===== src/mbist_pkg.sv =====
// Widths, test window, fixed March table and patterns for the MBIST controller
// ADDR_START must not exceed ADDR_END and both must fit in ADDR_WD bits
`default_nettype none

package mbist_pkg;

        localparam int ADDR_WD    = 9;
        localparam int DATA_WD    = 32;
        localparam int MASK_WD    = DATA_WD / 8;
        localparam int ERR_CNT_WD = 4;
        localparam int NUM_ELEM   = 4;
        localparam int NUM_PAT    = 2;

        typedef logic [ADDR_WD-1:0]    addr_t;
        typedef logic [DATA_WD-1:0]    data_t;
        typedef logic [MASK_WD-1:0]    mask_t;
        typedef logic [ERR_CNT_WD-1:0] err_cnt_t;
        typedef logic [1:0]            elem_t;

        localparam addr_t ADDR_START = 9'h000;
        localparam addr_t ADDR_END   = 9'h1FB;

        // Background patterns
        localparam data_t PAT_TABLE [NUM_PAT] = '{32'h0000_0000, 32'h5555_5555};

        // ------------------------------------------------------------
        // Operation code {read, write, invert}
        localparam logic [2:0] OP_NONE = 3'b000;
        localparam logic [2:0] OP_WT   = 3'b010;   // Write true
        localparam logic [2:0] OP_WI   = 3'b011;   // Write inverted
        localparam logic [2:0] OP_RT   = 3'b100;   // Read true
        localparam logic [2:0] OP_RI   = 3'b101;   // Read inverted

        // March element {ascending, two ops, op0, op1}
        localparam logic [7:0] MARCH_E0 = {1'b1, 1'b0, OP_WT, OP_NONE};
        localparam logic [7:0] MARCH_E1 = {1'b1, 1'b1, OP_RT, OP_WI};
        localparam logic [7:0] MARCH_E2 = {1'b0, 1'b1, OP_RI, OP_WT};
        localparam logic [7:0] MARCH_E3 = {1'b0, 1'b0, OP_RT, OP_NONE};

        typedef enum logic [2:0] {IDLE, CMD, CMP, NEXT, DONE} fsm_state_t;

endpackage

`default_nettype wire


===== src/mbist_seq_if.sv =====
// Sequencing strobes and status between the MBIST control blocks
// Single clock domain, all strobes are one cycle wide
`timescale 1ns/1ns
`default_nettype none

interface mbist_seq_if;
        logic cmd_phase, cmp_phase;              // FSM phases
        logic run_op, run_addr, run_pat, start;  // Advance strobes
        logic op_read, op_write, op_invert;      // Current operation
        logic op_updown;                         // 1 = ascending
        logic last_op, last_elem, last_pat, last_addr;

        modport ctrl (output cmd_phase, cmp_phase, run_op, run_addr, run_pat, start,
                      input  op_read, last_op, last_addr, last_elem, last_pat);

        modport march (input  cmd_phase, run_op, run_addr, run_pat, start, last_addr,
                       output op_read, op_write, op_invert, op_updown,
                              last_op, last_elem, last_pat);

        modport addr (input run_addr, run_pat, start, op_updown, output last_addr);

        modport cmp (input cmp_phase, op_read, op_invert, run_addr);
endinterface

`default_nettype wire


===== src/mbist_fsm.sv =====
// Main MBIST control FSM with four-phase req/ack handshake
// Dropping bist_req_i or bist_en_i before ack aborts the run
`timescale 1ns/1ns
`default_nettype none

module mbist_fsm (
        input  logic      wb_clk_i,
        input  logic      reset_i,
        input  logic      bist_req_i,
        input  logic      bist_en_i,
        output logic      bist_ack_o,
        mbist_seq_if.ctrl seq
);
        mbist_pkg::fsm_state_t state_q, state_d;
        logic run_ok;
        logic in_next;

        assign run_ok  = bist_req_i & bist_en_i;
        assign in_next = (state_q == mbist_pkg::NEXT);

        assign seq.start     = (state_q == mbist_pkg::IDLE) & run_ok;
        assign seq.cmd_phase = (state_q == mbist_pkg::CMD);
        assign seq.cmp_phase = (state_q == mbist_pkg::CMP);

        // One advance strobe per NEXT cycle
        assign seq.run_op   = in_next & ~seq.last_op;
        assign seq.run_addr = in_next & seq.last_op & (~seq.last_addr | ~seq.last_elem);
        assign seq.run_pat  = in_next & seq.last_op & seq.last_addr & seq.last_elem &
                              ~seq.last_pat;

        assign bist_ack_o = (state_q == mbist_pkg::DONE);

        always_comb begin
                state_d = state_q;
                case (state_q)
                mbist_pkg::IDLE: if (run_ok) state_d = mbist_pkg::CMD;
                mbist_pkg::CMD: begin
                        if (!run_ok)          state_d = mbist_pkg::IDLE;
                        else if (seq.op_read) state_d = mbist_pkg::CMP;   // Data back next cycle
                        else                  state_d = mbist_pkg::NEXT;
                end
                mbist_pkg::CMP: state_d = run_ok ? mbist_pkg::NEXT : mbist_pkg::IDLE;
                mbist_pkg::NEXT: begin
                        if (!run_ok)
                                state_d = mbist_pkg::IDLE;
                        else if (seq.last_op && seq.last_addr && seq.last_elem && seq.last_pat)
                                state_d = mbist_pkg::DONE;
                        else
                                state_d = mbist_pkg::CMD;
                end
                // Hold ack until the request drops
                mbist_pkg::DONE: if (!bist_req_i) state_d = mbist_pkg::IDLE;
                default: state_d = mbist_pkg::IDLE;
                endcase
        end

        always_ff @(posedge wb_clk_i) begin
                if (reset_i) state_q <= mbist_pkg::IDLE;
                else         state_q <= state_d;
        end

endmodule

`default_nettype wire


===== src/mbist_addr_gen.sv =====
// Up/down address counter over the fixed test window
// Direction comes from the current march element
`timescale 1ns/1ns
`default_nettype none

module mbist_addr_gen (
        input  logic             wb_clk_i,
        input  logic             reset_i,
        mbist_seq_if.addr        seq,
        output mbist_pkg::addr_t bist_addr_o
);
        mbist_pkg::addr_t addr_q;
        mbist_pkg::addr_t start_addr, end_addr;
        logic             first_q;   // Element start, address follows direction

        assign start_addr = seq.op_updown ? mbist_pkg::ADDR_START : mbist_pkg::ADDR_END;
        assign end_addr   = seq.op_updown ? mbist_pkg::ADDR_END : mbist_pkg::ADDR_START;

        assign bist_addr_o   = first_q ? start_addr : addr_q;
        assign seq.last_addr = (bist_addr_o == end_addr);

        always_ff @(posedge wb_clk_i) begin
                if (reset_i || seq.start || seq.run_pat) begin
                        first_q <= 1'b1;
                        addr_q  <= mbist_pkg::ADDR_START;
                end else if (seq.run_addr) begin
                        first_q <= seq.last_addr;   // Reload for next element
                        addr_q  <= seq.op_updown ? bist_addr_o + 1'b1 : bist_addr_o - 1'b1;
                end
        end

endmodule

`default_nettype wire


===== src/mbist_march_sel.sv =====
// March sequencer: element, op step and pattern tracking plus command forming
// The march table and patterns are fixed in the package
`timescale 1ns/1ns
`default_nettype none

module mbist_march_sel (
        input  logic             wb_clk_i,
        input  logic             reset_i,
        mbist_seq_if.march       seq,
        output logic             bist_wr_o,
        output logic             bist_rd_o,
        output mbist_pkg::data_t bist_wdata_o,
        output mbist_pkg::data_t exp_data_o
);
        localparam int PAT_IW = $clog2(mbist_pkg::NUM_PAT);

        mbist_pkg::elem_t    elem_q;
        logic                step_q;    // Second op of element
        logic [PAT_IW-1:0]   pat_q;
        logic [7:0]          entry;
        logic [2:0]          op;

        // ------------------------------------------------------------
        // Table decode
        always_comb begin
                case (elem_q)
                2'd0:    entry = mbist_pkg::MARCH_E0;
                2'd1:    entry = mbist_pkg::MARCH_E1;
                2'd2:    entry = mbist_pkg::MARCH_E2;
                default: entry = mbist_pkg::MARCH_E3;
                endcase
        end

        assign op            = step_q ? entry[2:0] : entry[5:3];
        assign seq.op_read   = op[2];
        assign seq.op_write  = op[1];
        assign seq.op_invert = op[0];
        assign seq.op_updown = entry[7];
        assign seq.last_op   = step_q | ~entry[6];
        assign seq.last_elem = (elem_q == mbist_pkg::elem_t'(mbist_pkg::NUM_ELEM - 1));
        assign seq.last_pat  = (pat_q == PAT_IW'(mbist_pkg::NUM_PAT - 1));

        // Commands only during the FSM command phase
        assign bist_wr_o    = seq.cmd_phase & seq.op_write;
        assign bist_rd_o    = seq.cmd_phase & seq.op_read;
        assign exp_data_o   = mbist_pkg::PAT_TABLE[pat_q];
        assign bist_wdata_o = seq.op_invert ? ~exp_data_o : exp_data_o;

        // ------------------------------------------------------------
        // Sequence counters
        always_ff @(posedge wb_clk_i) begin
                if (reset_i || seq.start) begin
                        elem_q <= '0;
                        step_q <= 1'b0;
                        pat_q  <= '0;
                end else if (seq.run_op) begin
                        step_q <= 1'b1;
                end else if (seq.run_addr) begin
                        step_q <= 1'b0;
                        if (seq.last_addr) elem_q <= elem_q + 2'd1;   // Next element
                end else if (seq.run_pat) begin
                        step_q <= 1'b0;
                        elem_q <= '0;
                        pat_q  <= pat_q + 1'b1;
                end
        end

endmodule

`default_nettype wire


===== src/mbist_data_cmp.sv =====
// Read data comparator with saturating error count and first fail address
// Results stay valid until the next start strobe
`timescale 1ns/1ns
`default_nettype none

module mbist_data_cmp (
        input  logic                wb_clk_i,
        input  logic                reset_i,
        input  logic                start_i,
        mbist_seq_if.cmp            seq,
        input  mbist_pkg::data_t    exp_data_i,
        input  mbist_pkg::data_t    rdata_i,
        input  mbist_pkg::addr_t    addr_i,
        output logic                error_o,
        output mbist_pkg::err_cnt_t err_cnt_o,
        output mbist_pkg::addr_t    err_addr_o
);
        logic mismatch;
        logic visit_fail_q;   // Address already counted in this visit

        assign mismatch = seq.cmp_phase & seq.op_read &
                          (rdata_i != (seq.op_invert ? ~exp_data_i : exp_data_i));

        always_ff @(posedge wb_clk_i) begin
                if (reset_i || start_i) begin
                        error_o      <= 1'b0;
                        err_cnt_o    <= '0;
                        err_addr_o   <= '0;
                        visit_fail_q <= 1'b0;
                end else begin
                        if (seq.run_addr) visit_fail_q <= 1'b0;
                        if (mismatch) begin
                                error_o      <= 1'b1;   // Sticky
                                visit_fail_q <= 1'b1;
                                if (!visit_fail_q && err_cnt_o != '1)
                                        err_cnt_o <= err_cnt_o + 1'b1;
                                if (!error_o) err_addr_o <= addr_i;
                        end
                end
        end

endmodule

`default_nettype wire


===== src/mbist_mux.sv =====
// SRAM port select between BIST and functional side
// Purely combinational, enables and write strobe are active low
`timescale 1ns/1ns
`default_nettype none

module mbist_mux (
        input  logic             bist_en_i,
        input  logic             bist_wr_i,
        input  logic             bist_rd_i,
        input  mbist_pkg::addr_t bist_addr_i,
        input  mbist_pkg::data_t bist_wdata_i,
        input  logic             func_cen_i,
        input  logic             func_web_i,
        input  mbist_pkg::mask_t func_mask_i,
        input  mbist_pkg::addr_t func_addr_i,
        input  mbist_pkg::data_t func_wdata_i,
        output logic             mem_cen_o,
        output logic             mem_web_o,
        output mbist_pkg::mask_t mem_mask_o,
        output mbist_pkg::addr_t mem_addr_o,
        output mbist_pkg::data_t mem_din_o
);
        // Idle BIST keeps the SRAM deselected
        assign mem_cen_o  = bist_en_i ? ~(bist_wr_i | bist_rd_i) : func_cen_i;
        assign mem_web_o  = bist_en_i ? ~bist_wr_i : func_web_i;
        assign mem_mask_o = bist_en_i ? '1 : func_mask_i;   // Full word writes
        assign mem_addr_o = bist_en_i ? bist_addr_i : func_addr_i;
        assign mem_din_o  = bist_en_i ? bist_wdata_i : func_wdata_i;

endmodule

`default_nettype wire


===== src/mbist_top.sv =====
// MBIST controller for one single-port SRAM with functional bypass
// Functional port shares wb_clk_i, SRAM read latency is one cycle
`timescale 1ns/1ns
`default_nettype none

module mbist_top (
        input  logic                wb_clk_i,
        input  logic                reset_i,
        input  logic                bist_en_i,
        input  logic                bist_req_i,
        output logic                bist_ack_o,
        output logic                bist_error_o,
        output mbist_pkg::err_cnt_t bist_err_cnt_o,
        output mbist_pkg::addr_t    bist_err_addr_o,
        input  logic                func_cen_i,
        input  logic                func_web_i,
        input  mbist_pkg::mask_t    func_mask_i,
        input  mbist_pkg::addr_t    func_addr_i,
        input  mbist_pkg::data_t    func_wdata_i,
        output mbist_pkg::data_t    func_rdata_o,
        output logic                mem_cen_o,
        output logic                mem_web_o,
        output mbist_pkg::mask_t    mem_mask_o,
        output mbist_pkg::addr_t    mem_addr_o,
        output mbist_pkg::data_t    mem_din_o,
        input  mbist_pkg::data_t    mem_dout_i
);
        mbist_pkg::addr_t bist_addr;
        mbist_pkg::data_t bist_wdata;
        mbist_pkg::data_t exp_data;   // Current background pattern
        logic             bist_wr;
        logic             bist_rd;

        mbist_seq_if seq_if ();

        assign func_rdata_o = mem_dout_i;

        // ------------------------------------------------------------
        mbist_fsm u_fsm (
                .wb_clk_i   (wb_clk_i),
                .reset_i    (reset_i),
                .bist_req_i (bist_req_i),
                .bist_en_i  (bist_en_i),
                .bist_ack_o (bist_ack_o),
                .seq        (seq_if.ctrl)
        );

        mbist_addr_gen u_addr_gen (
                .wb_clk_i    (wb_clk_i),
                .reset_i     (reset_i),
                .seq         (seq_if.addr),
                .bist_addr_o (bist_addr)
        );

        mbist_march_sel u_march_sel (
                .wb_clk_i     (wb_clk_i),
                .reset_i      (reset_i),
                .seq          (seq_if.march),
                .bist_wr_o    (bist_wr),
                .bist_rd_o    (bist_rd),
                .bist_wdata_o (bist_wdata),
                .exp_data_o   (exp_data)
        );

        mbist_data_cmp u_cmp (
                .wb_clk_i   (wb_clk_i),
                .reset_i    (reset_i),
                .start_i    (seq_if.start),   // Clears results on new request
                .seq        (seq_if.cmp),
                .exp_data_i (exp_data),
                .rdata_i    (mem_dout_i),
                .addr_i     (bist_addr),
                .error_o    (bist_error_o),
                .err_cnt_o  (bist_err_cnt_o),
                .err_addr_o (bist_err_addr_o)
        );

        mbist_mux u_mem_sel (
                .bist_en_i    (bist_en_i),
                .bist_wr_i    (bist_wr),
                .bist_rd_i    (bist_rd),
                .bist_addr_i  (bist_addr),
                .bist_wdata_i (bist_wdata),
                .func_cen_i   (func_cen_i),
                .func_web_i   (func_web_i),
                .func_mask_i  (func_mask_i),
                .func_addr_i  (func_addr_i),
                .func_wdata_i (func_wdata_i),
                .mem_cen_o    (mem_cen_o),
                .mem_web_o    (mem_web_o),
                .mem_mask_o   (mem_mask_o),
                .mem_addr_o   (mem_addr_o),
                .mem_din_o    (mem_din_o)
        );

endmodule

`default_nettype wire


===== config.mk =====
export PLATFORM = sky130hd
export DESIGN_NAME = mbist_top
export DESIGN_NICKNAME = d
export VERILOG_FILES = /design/src/mbist_pkg.sv /design/src/mbist_seq_if.sv /design/src/mbist_fsm.sv /design/src/mbist_addr_gen.sv /design/src/mbist_march_sel.sv /design/src/mbist_data_cmp.sv /design/src/mbist_mux.sv /design/src/mbist_top.sv
export SDC_FILE = /design/constraint.sdc
export NUM_CORES = 1
export LEC_CHECK = 0
export ABC_CLOCK_PERIOD_IN_PS = 4600
export BUFFER_PORTS_ARGS = -buffer_cell sky130_fd_sc_hd__buf_2
export CAP_MARGIN = 20
export CORE_AREA = 2 2 97 136
export CTS_CLUSTER_DIAMETER = 150
export CTS_CLUSTER_SIZE = 30
export DETAILED_ROUTE_END_ITERATION = 7
export DIE_AREA = 0 0 99 138
export GPL_TIMING_DRIVEN = 1
export SYNTH_ARGS = -nofsm -noshare
export SYNTH_HDL_FRONTEND = slang
export SYNTH_SLANG_ARGS = --single-unit

===== constraint.sdc =====
create_clock -name wb_clk_i -period 4.6 [get_ports wb_clk_i]
set_clock_uncertainty 0.2 [all_clocks]
set_input_delay 1.38 -clock wb_clk_i [delete_from_list [all_inputs] [get_ports wb_clk_i]]
set_output_delay 1.38 -clock wb_clk_i [all_outputs]
set_load 0.05 [all_outputs]

Word-level counts from Yosys, hierarchy flattened

Cells that the tools add are included.
Widths: inputs -> output; s select.

Register bits after elaboration: 32
Input bits: 83
Word-level logic and storage cells: 104

$add $sub $neg: 5
$lt $le $gt $ge: 1
Multiplexer cells: 31
Reductions and logical operators: 17
Eq/ne operators: 13
Bitwise logic cells: 27

Operator list:

| operator            | number |
|---|---|
| $mux 32             | 4 |
| $mux 9              | 5 |
| $ne 32x32->1        | 1 |
| $not 32->32         | 1 |
| $mux 31             | 1 |
| $pmux 8 s3          | 1 |
| $mux 3              | 6 |
| $pmux 3 s5          | 1 |
| $and 1x1->1         | 12 |
| $not 1->1           | 10 |
| $add 9x1->9 const B | 1 |
| $eq 9x9->1          | 1 |
| $sub 9x1->9 const B | 1 |
| $mux 1              | 8 |
| $mux 2              | 4 |
| $eq 3x2->1 const B  | 2 |
| $reduce_and 2->1    | 3 |
| $reduce_and 3->1    | 2 |
| $add 4x1->4 const B | 1 |
| $eq 2x2->1 const B  | 2 |
| $logic_and 1x1->1   | 4 |
| $mux 4              | 1 |
| $ne 2x1->1 const B  | 2 |
| $ne 4x4->1 const B  | 1 |
| 15 further kinds    | 19 |

Logic depth before layout (Yosys ltp)

Gate-level depths: netlist of run 1.

Depth after elaboration: 11
Depth in mapped cells: 16
Mapped depth without buffers: 14

Cells and area by module

A second synthesis of run 1 with hierarchy kept.

Cells, all modules: 453
Area, all modules: 3948.8 sq um

By module, submodules not included:

| module          | cells an instance | area each (sq um) | times used |
|---|---|---|---|
| mbist_data_cmp  | 136               | 1158.6            | 1 |
| mbist_addr_gen  | 103               | 844.6             | 1 |
| mbist_march_sel | 100               | 827.0             | 1 |
| mbist_mux       | 54                | 659.4             | 1 |
| mbist_top       | 32                | 240.2             | 1 |
| mbist_fsm       | 28                | 219.0             | 1 |

Worst setup path after synthesis of run 1

Ideal clock, no wire load.

Path kind: input port to output port
Start: input bist_en_i
End: output mem_din_o[28]
Data required time: 3020 ps
Stages on the path: 3
Arrival time: 2868 ps
Slack: 152 ps
Cells stage by stage: clkbuf_1 -> clkbuf_1 -> o21ai_0

Cells in the longest elaborated chain, start to end: 1

RTL lines:

| item        | line            | RTL |
|---|---|---|
| from (decl) | mbist_top.sv:9  | `input logic bist_en_i,` |
| $mux 32     | mbist_mux.sv:28 | `assign mem_din_o = bist_en_i ? bist_wdata_i : func_wdata_i;` |
| to (decl)   | mbist_top.sv:25 | `output mbist_pkg::data_t mem_din_o,` |

No other way between the ends.

Final worst setup path of run 1

Start: input bist_en_i
End: output mem_din_o[3]

The elaborated chain is that of the path after synthesis.

==> run metrics, run 1 <==
status finished clean; maxcap violations 0; FF+latch count, synth 32; remaining global-route overflow 0; commonest non-fill, non-tap cell in the layout buf_2; Final Hold Fails 0; hold_buf cts 0; Synth Area in XOR/XNOR 1.87%; Async SR Flop Fraction 0%; Initial DRC Count 98; clk_lat worst skew 0.28 ns; post-DP HPWL 6970 um; DR vias 3061; Synth area leaders dfxtp_1 (23%), buf_4 (8.8%), nor2_1 (6.0%); Arr. time, crit path 2.70 ns; post-synthesis compound-gate area fraction 27.0%; CTS root buf clkbuf_16; Area Growth Syn to Fin 32.0%; reg2reg start u_march_sel.elem_q[0]; register area share after synthesis 22.8%; startpoint types input pin; Post-Synth Simple-Gate Area 23.7%; Clock transition at path regs 0.05 ns; first-pass GRT wire length 13800 um; setup TNS 0 ns; placed insts 660; nets@finish 609; total CTS buffers 5; peak supply drop 101 uV; routability cong. 0.813; worst-path fanout max 35; largest net degree at the start of global routing 36; Die ar. 13700 um^2; antenna-violating nets left 0; crit end category output pin; PwrDens 250 nW/um^2; share of cells above drive strength 1 41.7%; P_leak 1.76 nW; adder-cell share of the synthesized area 5.61%; antenna cells 0; DRC 0; io pins 177; clk sinks 32; Slew headroom 31.9%; Slew Limit Fails 0; Worst Max-Slew Pin Slew 1.02 ns; width of the die 99 um; most frequent cells in the layout buf_2 (176), nor2_1 (45), dfxtp_1 (32); Post-synth EDFFs 0; CP required 3.02 ns; fin cells 668; Post-CTS Setup Repair Bufs 0; CP startpoint bist_en_i; Std-Cell Rows 49; Clock Tree Buf Depth 2; Fin Hold WS 0.259 ns; Main synth FF type dfxtp_1; Post-Synthesis Cell Area 2810 um^2; TritonCTS clock tree yes; Hold Path Class reg2reg; Tot Pwr 0.000927 W; crit path kind in2out; Core ar. 12600 um^2; Final Util 29.5%; final setup fails 0; top-area cell type share of the netlist area 22.8%; Initial Utilization 22.3%; Die Span Y 138 um; antenna violations before repair 0; Syn Area/Cell 7.45 um^2; internal power 0.000602 W; period utilization 93.1%; min Tclk post-route 4.28 ns; Synthesized Nets 472; first-pass detailed-route iteration total 4; total wire length 8650 um; GRT Overall Usage 12.4%; switching pwr 0.000325 W; Mapped Cells 377; Via density 4.58; post-synth top area cell dfxtp_1; RSZ-0062 raised after global routing false; # fillers 1361; largest family of logic cells by synthesized area compound AO/OA/AOI/OAI gates; Routed wire per std cell 13.0 um; logic gate share of total power 29.2%; vias in the first global route 2794; Fmax 233 MHz; mux contribution to synthesized area 1.83%; IO buf count 176; clock group share of total power 40.8%; Hold Path Origin u_cmp.visit_fail_q; Seq pwr share 30.1%; post-synth cell types 63; CTS H-tree lvls 2; switching share of power 35.0%; yosys warns 0; CTS resizes 0
-- worst max-delay path: stages --
cell,delay (ns)
buf_2,0.43
nand2_1,0.45
o21a_1,0.23
buf_2,0.21
-- cell usage after synthesis, drive strengths merged, types with 2 or more instances --
cell and number:
a211oi 12, a21o 2, a21oi 31, a311oi 4
a31o 5, a31oi 3, and2 3, and2b 3
buf 36, clkbuf 13, dfxtp 32, ha 11
inv 30, mux2i 4, nand2 25, nand2b 2
nand3 5, nand4 12, nor2 45, nor2b 3
nor3 4, nor4 10, o21a 19, o21ai 27
o22a 2, o31ai 2, or2 6, or4 3
xnor2 5
-- kinds of logic (layout without fill, tap and decap cells) --
group	Yosys count	after routing
AO/OA/AOI/OAI	114	114
XOR/XNOR	6	6
adder cells (fa/ha/maj)	12	12
buffers and inverters	80	218
flip-flops	32	32
multiplexers	5	5
AND/OR/NAND/NOR	128	128
-- registers in the layout, summed over array words and instances, names as in the netlist, 2 cells and up --
name,count
u_addr_gen.addr_q,9
u_cmp.err_addr_o,9
u_cmp.err_cnt_o,4
u_fsm.state_q,3
u_march_sel.elem_q,2
-- power groups by stage --
stage / Combinational [W] / Clock, W / Sequential [W]
global placement: 0.000272 / 0 / 0.000285
CTS: 0.000273 / 0.000388 / 0.000279
detailed placement: 0.000272 / 0 / 0.000285
global route: 0.000285 / 0.000397 / 0.000279
finish: 0.000271 / 0.000378 / 0.000279
floorplan: 0.000208 / 0 / 0.000284
-- metrics by stage --
stage                     instance area, um^2  setup slack [ns]
after floorplan                          2810             0.152
after global placement                   3540             0.358
after detailed placement                 3540             0.327
after CTS                                3710             0.325
after global routing                     3710            0.0908
final                                    3710             0.317
-- worst paths after layout --
check | end | slack [ns] | cells past startpoint
min reg2reg | u_cmp.visit_fail_q | 0.26 | 2
max reg2reg | u_addr_gen.addr_q[2] | 0.46 | 14
max | mem_din_o[3] | 0.32 | 4
min | u_cmp.visit_fail_q | 0.26 | 2
-- metal layers --
layer	up-vias	part of all wire [%]	GRT usage, %
met5	-	0	0
met4	0	1.7	4.54
met3	8	5.4	1.97
met2	117	55	23.6
met1	1360	38	13.5
li1	1576	-	-
-- layout make-up --
cell class / instances / area, um^2 / area share [%]
multi-input combinational: 265 / 1690 / 45.5
tap: 153 / 191 / 5.16
inverter: 30 / 113 / 3.04
clock buffer: 6 / 129 / 3.48
timing repair buffer: 180 / 911 / 24.6
clock inverter: 2 / 35.0 / 0.945
sequential: 32 / 641 / 17.3
Power figures use the tool's default switching activity.
==> inputs of run 2 (changes only) <==
Settings changed: ABC_AREA set to 1, CORE_AREA 2 2 97 136 to 2 2 100 140, DIE_AREA 0 0 99 138 to 0 0 102 142.
==> run 2 against run 1 <==
  * Clock power is 18% lower
  * Fmax is 5.4% higher
  * Sequential power hardly changed
  * Via count is 12% higher
  * Critical endpoint is now mem_din_o[1]
  * Largest cell class unchanged
==> run metrics, run 2 <==
total CTS buffers 5 (unchanged); RSZ-0062 raised after global routing false; most common cell in the synthesized netlist nand2_1; post-synth top area cell dfxtp_1; Hold Path Origin u_cmp.err_addr_o[8]; IO buf count 176 (unchanged); Worst Max-Slew Pin Slew 0.644 ns (-0.378 ns); antenna violations before repair 0 (unchanged); Area Growth Syn to Fin 31.7%; Std-Cell Rows 50 (+2.0%); Final Hold Fails 0 (unchanged); Hold Path Class reg2reg; hold_buf cts 0 (unchanged); Mapped Cells 492 (+31%); crit end category output pin; P_leak 2.25 nW (+28%); Clock Tree Buf Depth 2 (unchanged); Post-synth EDFFs 0 (unchanged); Post-Synthesis Cell Area 2980 um^2 (+6.0%); register area share after synthesis 21.5% (-1.3 points); setup TNS 0 ns (unchanged); Async SR Flop Fraction 0% (unchanged); startpoint types input pin; Main synth FF type dfxtp_1; PwrDens 219 nW/um^2 (-13%); maxcap violations 0 (unchanged); peak supply drop 96.7 uV (-4.3%); final setup fails 0 (unchanged); Initial DRC Count 136 (+39%); clk sinks 32 (unchanged); Initial Utilization 22.4% (+0.094 points); Die Span Y 142 um (+2.9%); Synth area leaders dfxtp_1 (22%), nand2_1 (20%), buf_4 (8.6%); CTS root buf clkbuf_16; largest net degree at the start of global routing 48 (+33%); footprint of the multi-input gates 1790 um^2 (+6.3%); Post-CTS Setup Repair Bufs 0 (unchanged); period utilization 88.3% (-4.8 points); Via density 4.23 (-7.7%); clk_lat worst skew 0.27 ns (about the same); io pins 177 (unchanged); Slew headroom 56.6% (+25 points); min Tclk post-route 4.06 ns (-0.220 ns); yosys warns 0 (unchanged); Slew Limit Fails 0 (unchanged); first-pass GRT wire length 15100 um (+9.1%); Core ar. 13300 um^2 (+5.5%); Sequential cell area 641 um^2 (unchanged); nets@finish 726 (+19%); share of cells above drive strength 1 34.9% (-6.9 points); CP startpoint bist_en_i; status finished clean; first-pass detailed-route iteration total 4 (unchanged); DR vias 3440 (+12%); post-synth cell types 39 (-38%); Clock transition at path regs 0.05 ns (about the same); Fin Hold WS 0.259 ns (-0.000314 ns); crit path kind in2out; CTS H-tree lvls 2 (unchanged); CP required 3.02 ns (about the same); # fillers 1538 (+13%); Synthesized Nets 587 (+24%); top-area cell type share of the netlist area 21.5% (-1.3 points); Arr. time, crit path 2.48 ns (-0.22 ns); antenna-violating nets left 0 (unchanged); Routed wire per std cell 12.1 um (-6.2%); antenna cells 0 (unchanged); commonest non-fill, non-tap cell in the layout buf_2; worst-path fanout max 47 (+34%); reg2reg start u_march_sel.elem_q[0]; Die ar. 14500 um^2 (+6.0%); total wire length 9880 um (+14%); Synth top cells by count nand2_1 (161), inv_1 (49), nor2_1 (43), buf_4 (34), dfxtp_1 (32); most frequent cells in the layout buf_2 (176), nand2_1 (161), inv_1 (49); remaining global-route overflow 0 (unchanged); GRT Overall Usage 13.0% (+0.63 points); FF+latch count, synth 32 (unchanged); routability cong. 0.831 (+2.3%); Final Util 29.6% (+0.069 points); width of the die 102 um (+3.0%); TritonCTS clock tree yes; CTS resizes 0 (unchanged); post-DP HPWL 8200 um (+18%); DRC 0 (unchanged); Regs by FF count u_addr_gen.addr_q (9), u_cmp.err_addr_o (9), u_cmp.err_cnt_o (4); Fmax 246 MHz (+5.4%); Syn Area/Cell 6.05 um^2 (-19%); vias in the first global route 3140 (+12%)
[run 2: per-layer routing]
metal,track usage [%],wire length (um)
met3,1.08,405
met1,15.2,4050
met5,0,0
met2,24.1,5160
met4,5.19,267
[run 2: cells by family (layout without fill, tap and decap cells)]
kind of cell / after synthesis / count (layout) / synth area share [%]
simple gates: 270 / 270 / 40.3
fa+ha+maj: 12 / 12 / 5.30
flops: 32 / 32 / 21.5
buf+inv: 106 / 245 / 18.2
compound gates: 66 / 66 / 12.9
xor+xnor: 6 / 6 / 1.77
[run 2: cell type report]
cell class | count | share of cell area (%)
Clock inverter | 1 | 0.128
Clock buffer | 6 | 3.29
Timing Repair Buffer | 179 | 23.0
Inverter | 59 | 5.65
Sequential cell | 32 | 16.3
Tap cell | 182 | 5.81
Multi-Input combinational cell | 354 | 45.8
[run 2: path summary, 6_finish.rpt]
path         cells past startpoint                   end  slack, ns
max                              6          mem_din_o[1]       0.54
min                              2   u_cmp.err_addr_o[8]       0.26
max reg2reg                     19  u_addr_gen.addr_q[8]       0.98
min reg2reg                      2   u_cmp.err_addr_o[8]       0.26
[run 2: metrics by stage]
stage                     cell area [um^2]  std cells  setup WS [ns]  total power (W)
after floorplan                       2980        492          0.329         0.000488
after global placement                3790        806          0.548         0.000555
after detailed placement              3790        806          0.538         0.000554
after CTS                             3920        813          0.537         0.000868
after global routing                  3920        813          0.376         0.000892
final                                 3920        813          0.537         0.000857
[run 2: critical path: stages]
cell and delay [ns]:
buf_2 0.17, inv_1 0.07, buf_4 0.37, nand2_1 0.11
nand2_1 0.09, buf_2 0.28
[run 2: where the power goes]
group	switching, W	total (W)	internal (W)
logic	0.000200	0.000268	0.0000687
registers	0.00000120	0.000280	0.000279
clock network	0.000112	0.000309	0.000196
total	0.000313	0.000857	0.000544
==> inputs of run 3 (changes only) <==
Settings changed: ABC_CLOCK_PERIOD_IN_PS 4600 to 3300.
Clock period 4.6 ns to 3.3 ns, I/O delays scaled along.
==> run 3 against run 2 <==
  * Final area rose by 5.9%
  * Largest power group unchanged
  * Count of clock-buffer cells in the layout is 2 higher
  * Highest routed layer unchanged
  * Utilization increased by 1.7 points
  * Critical path type is now reg2out
==> run metrics, run 3 (synthesis gave the netlist of run 2 again) <==
Initial Utilization 22.4% (unchanged); remaining global-route overflow 0 (unchanged); Area Growth Syn to Fin 39.5%; most frequent cells in the layout buf_2 (174), nand2_1 (159), inv_1 (49); P_leak 2.38 nW (+5.7%); first-pass detailed-route iteration total 4 (unchanged); flop2flop setup slack 0.28 ns (-0.70 ns); Regs by FF count u_addr_gen.addr_q (9), u_cmp.err_addr_o (9), u_cmp.err_cnt_o (4); Reg2Reg Depth 22 (+3); Worst Setup EP mem_addr_o[5]; Die Span Y 142 um (unchanged); # fillers 1528 (-0.65%); TritonCTS clock tree yes; footprint of the multi-input gates 1810 um^2 (+1.0%); RSZ-0062 raised after global routing true; Hold Path Class reg2reg; CTS root buf clkbuf_16; peak supply drop 149 uV (+54%); Post-CTS Setup Repair Bufs 0 (unchanged); worst-path fanout max 6 (-87%); status finished clean; routability cong. 0.867 (+4.3%); crit end category output pin; Clock transition at path regs 0.05 ns (about the same); first-pass GRT wire length 15700 um (+4.2%); width of the die 102 um (unchanged); Slew Limit Fails 0 (unchanged); antenna violations before repair 0 (unchanged); PwrDens 297 nW/um^2 (+36%); Reg-to-Reg End u_fsm.state_q[0]; IO buf count 176 (unchanged); Die ar. 14500 um^2 (unchanged); CP required 2.11 ns (-0.91 ns); io pins 177 (unchanged); DRC 0 (unchanged); Hold Path Origin u_cmp.err_addr_o[7]; Fmax 314 MHz; commonest non-fill, non-tap cell in the layout buf_2; dpl cell area 3970 um^2 (+4.7%); Routed wire per std cell 12.0 um (-1.3%); CP startpoint u_march_sel.elem_q[0]; antenna-violating nets left 0 (unchanged); CTS H-tree lvls 2 (unchanged); Slew headroom 54.4% (-2.2 points); total CTS buffers 5 (unchanged); largest net degree at the start of global routing 48 (unchanged); Core ar. 13300 um^2 (unchanged); total wire length 10000 um (+1.6%); Tot Pwr 0.00123 W (+44%); clk_lat worst skew 0.27 ns (about the same); vias in the first global route 3355 (+6.8%); nets@finish 749 (+3.2%); antenna cells 0 (unchanged); Arr. time, crit path 1.99 ns (-0.49 ns); Clock Tree Buf Depth 2 (unchanged); Sequential cell area 642 um^2 (+0.20%); Initial DRC Count 199 (+46%); share of cells above drive strength 1 38.0% (+3.1 points); final instance area 4150 um^2 (+5.9%); startpoint types flip-flop; crit path kind reg2out; Final Hold Fails 0 (unchanged); post-DP HPWL 8280 um (+0.92%); hold_buf cts 0 (unchanged); DR vias 3479 (+1.1%); final setup fails 0 (unchanged); min Tclk post-route 3.18 ns; Worst Max-Slew Pin Slew 0.683 ns (+0.0394 ns); period utilization 96.5%; maxcap violations 0 (unchanged); Via density 4.16 (-1.8%); reg2reg start u_march_sel.elem_q[1]; clk sinks 32 (unchanged); GRT Overall Usage 13.3% (+0.25 points); Std-Cell Rows 50 (unchanged)
==> run 3: worst min-delay path by stage <==
stage                                 endpoint  slack [ns]  cells past startpoint
after floorplan           u_addr_gen.addr_q[4]        0.24                      2
after global placement    u_addr_gen.addr_q[4]        0.24                      2
after detailed placement   u_cmp.err_addr_o[7]        0.25                      2
after CTS                  u_cmp.err_addr_o[7]        0.26                      2
after global routing        u_cmp.visit_fail_q        0.28                      2
final                      u_cmp.err_addr_o[7]        0.26                      2
==> run 3: repair_timing <==
item,4_1_cts,5_1_grt
endpoints found under the setup margin,0,53
hold endpoints to repair,0,0
gates resized for setup,0,15
==> run 3: critical path, cell delays in order, from the launching register on <==
cell and delay (ns):
dfxtp_2 0.37, inv_1 0.09, ha_2 0.21, nor2_4 0.14
nor2_4 0.07, inv_1 0.10, o21ai_0 0.16, buf_4 0.18
o21ai_0 0.12, buf_2 0.28
==> run 3: power breakdown <==
group / total, W / switching [W] / internal [W]
Sequential: 0.000390 / 0.00000150 / 0.000388
Combinational: 0.000378 / 0.000278 / 0.000100
Clock: 0.000463 / 0.000163 / 0.000301
Total: 0.00123 / 0.000442 / 0.000789
==> run 3: layout make-up <==
type	count	area share [%]
clock buffers	8	3.53
inverters	59	5.33
flip-flops and latches	32	15.5
well taps	182	5.49
multi-input cells	354	43.7
repair buffers	202	26.5
==> run 3: per-stage QoR <==
stage / hold WS [ns] / setup TNS [ns] / cells / util (%) / setup WS [ns]
after CTS: 0.261 / 0 / 836 / 31.0 / 0.0379
after detailed placement: 0.253 / 0 / 828 / 29.9 / 0.121
after global routing: 0.279 / -0.0669 / 837 / 31.3 / -0.0341
after global placement: 0.245 / 0 / 828 / 29.9 / 0.141
after floorplan: 0.240 / -0.791 / 492 / - / -0.198
final: 0.258 / 0 / 837 / 31.3 / 0.116
==> run 3: per-layer routing <==
| layer | wire (um) | up-vias | global-route usage (%) |
|---|---|---|---|
| li1 | - | 1859 | - |
| met5 | 0 | - | 0 |
| met3 | 491 | 14 | 1.47 |
| met2 | 5330 | 97 | 25.4 |
| met4 | 192 | 0 | 4.14 |
| met1 | 4020 | 1509 | 15.0 |
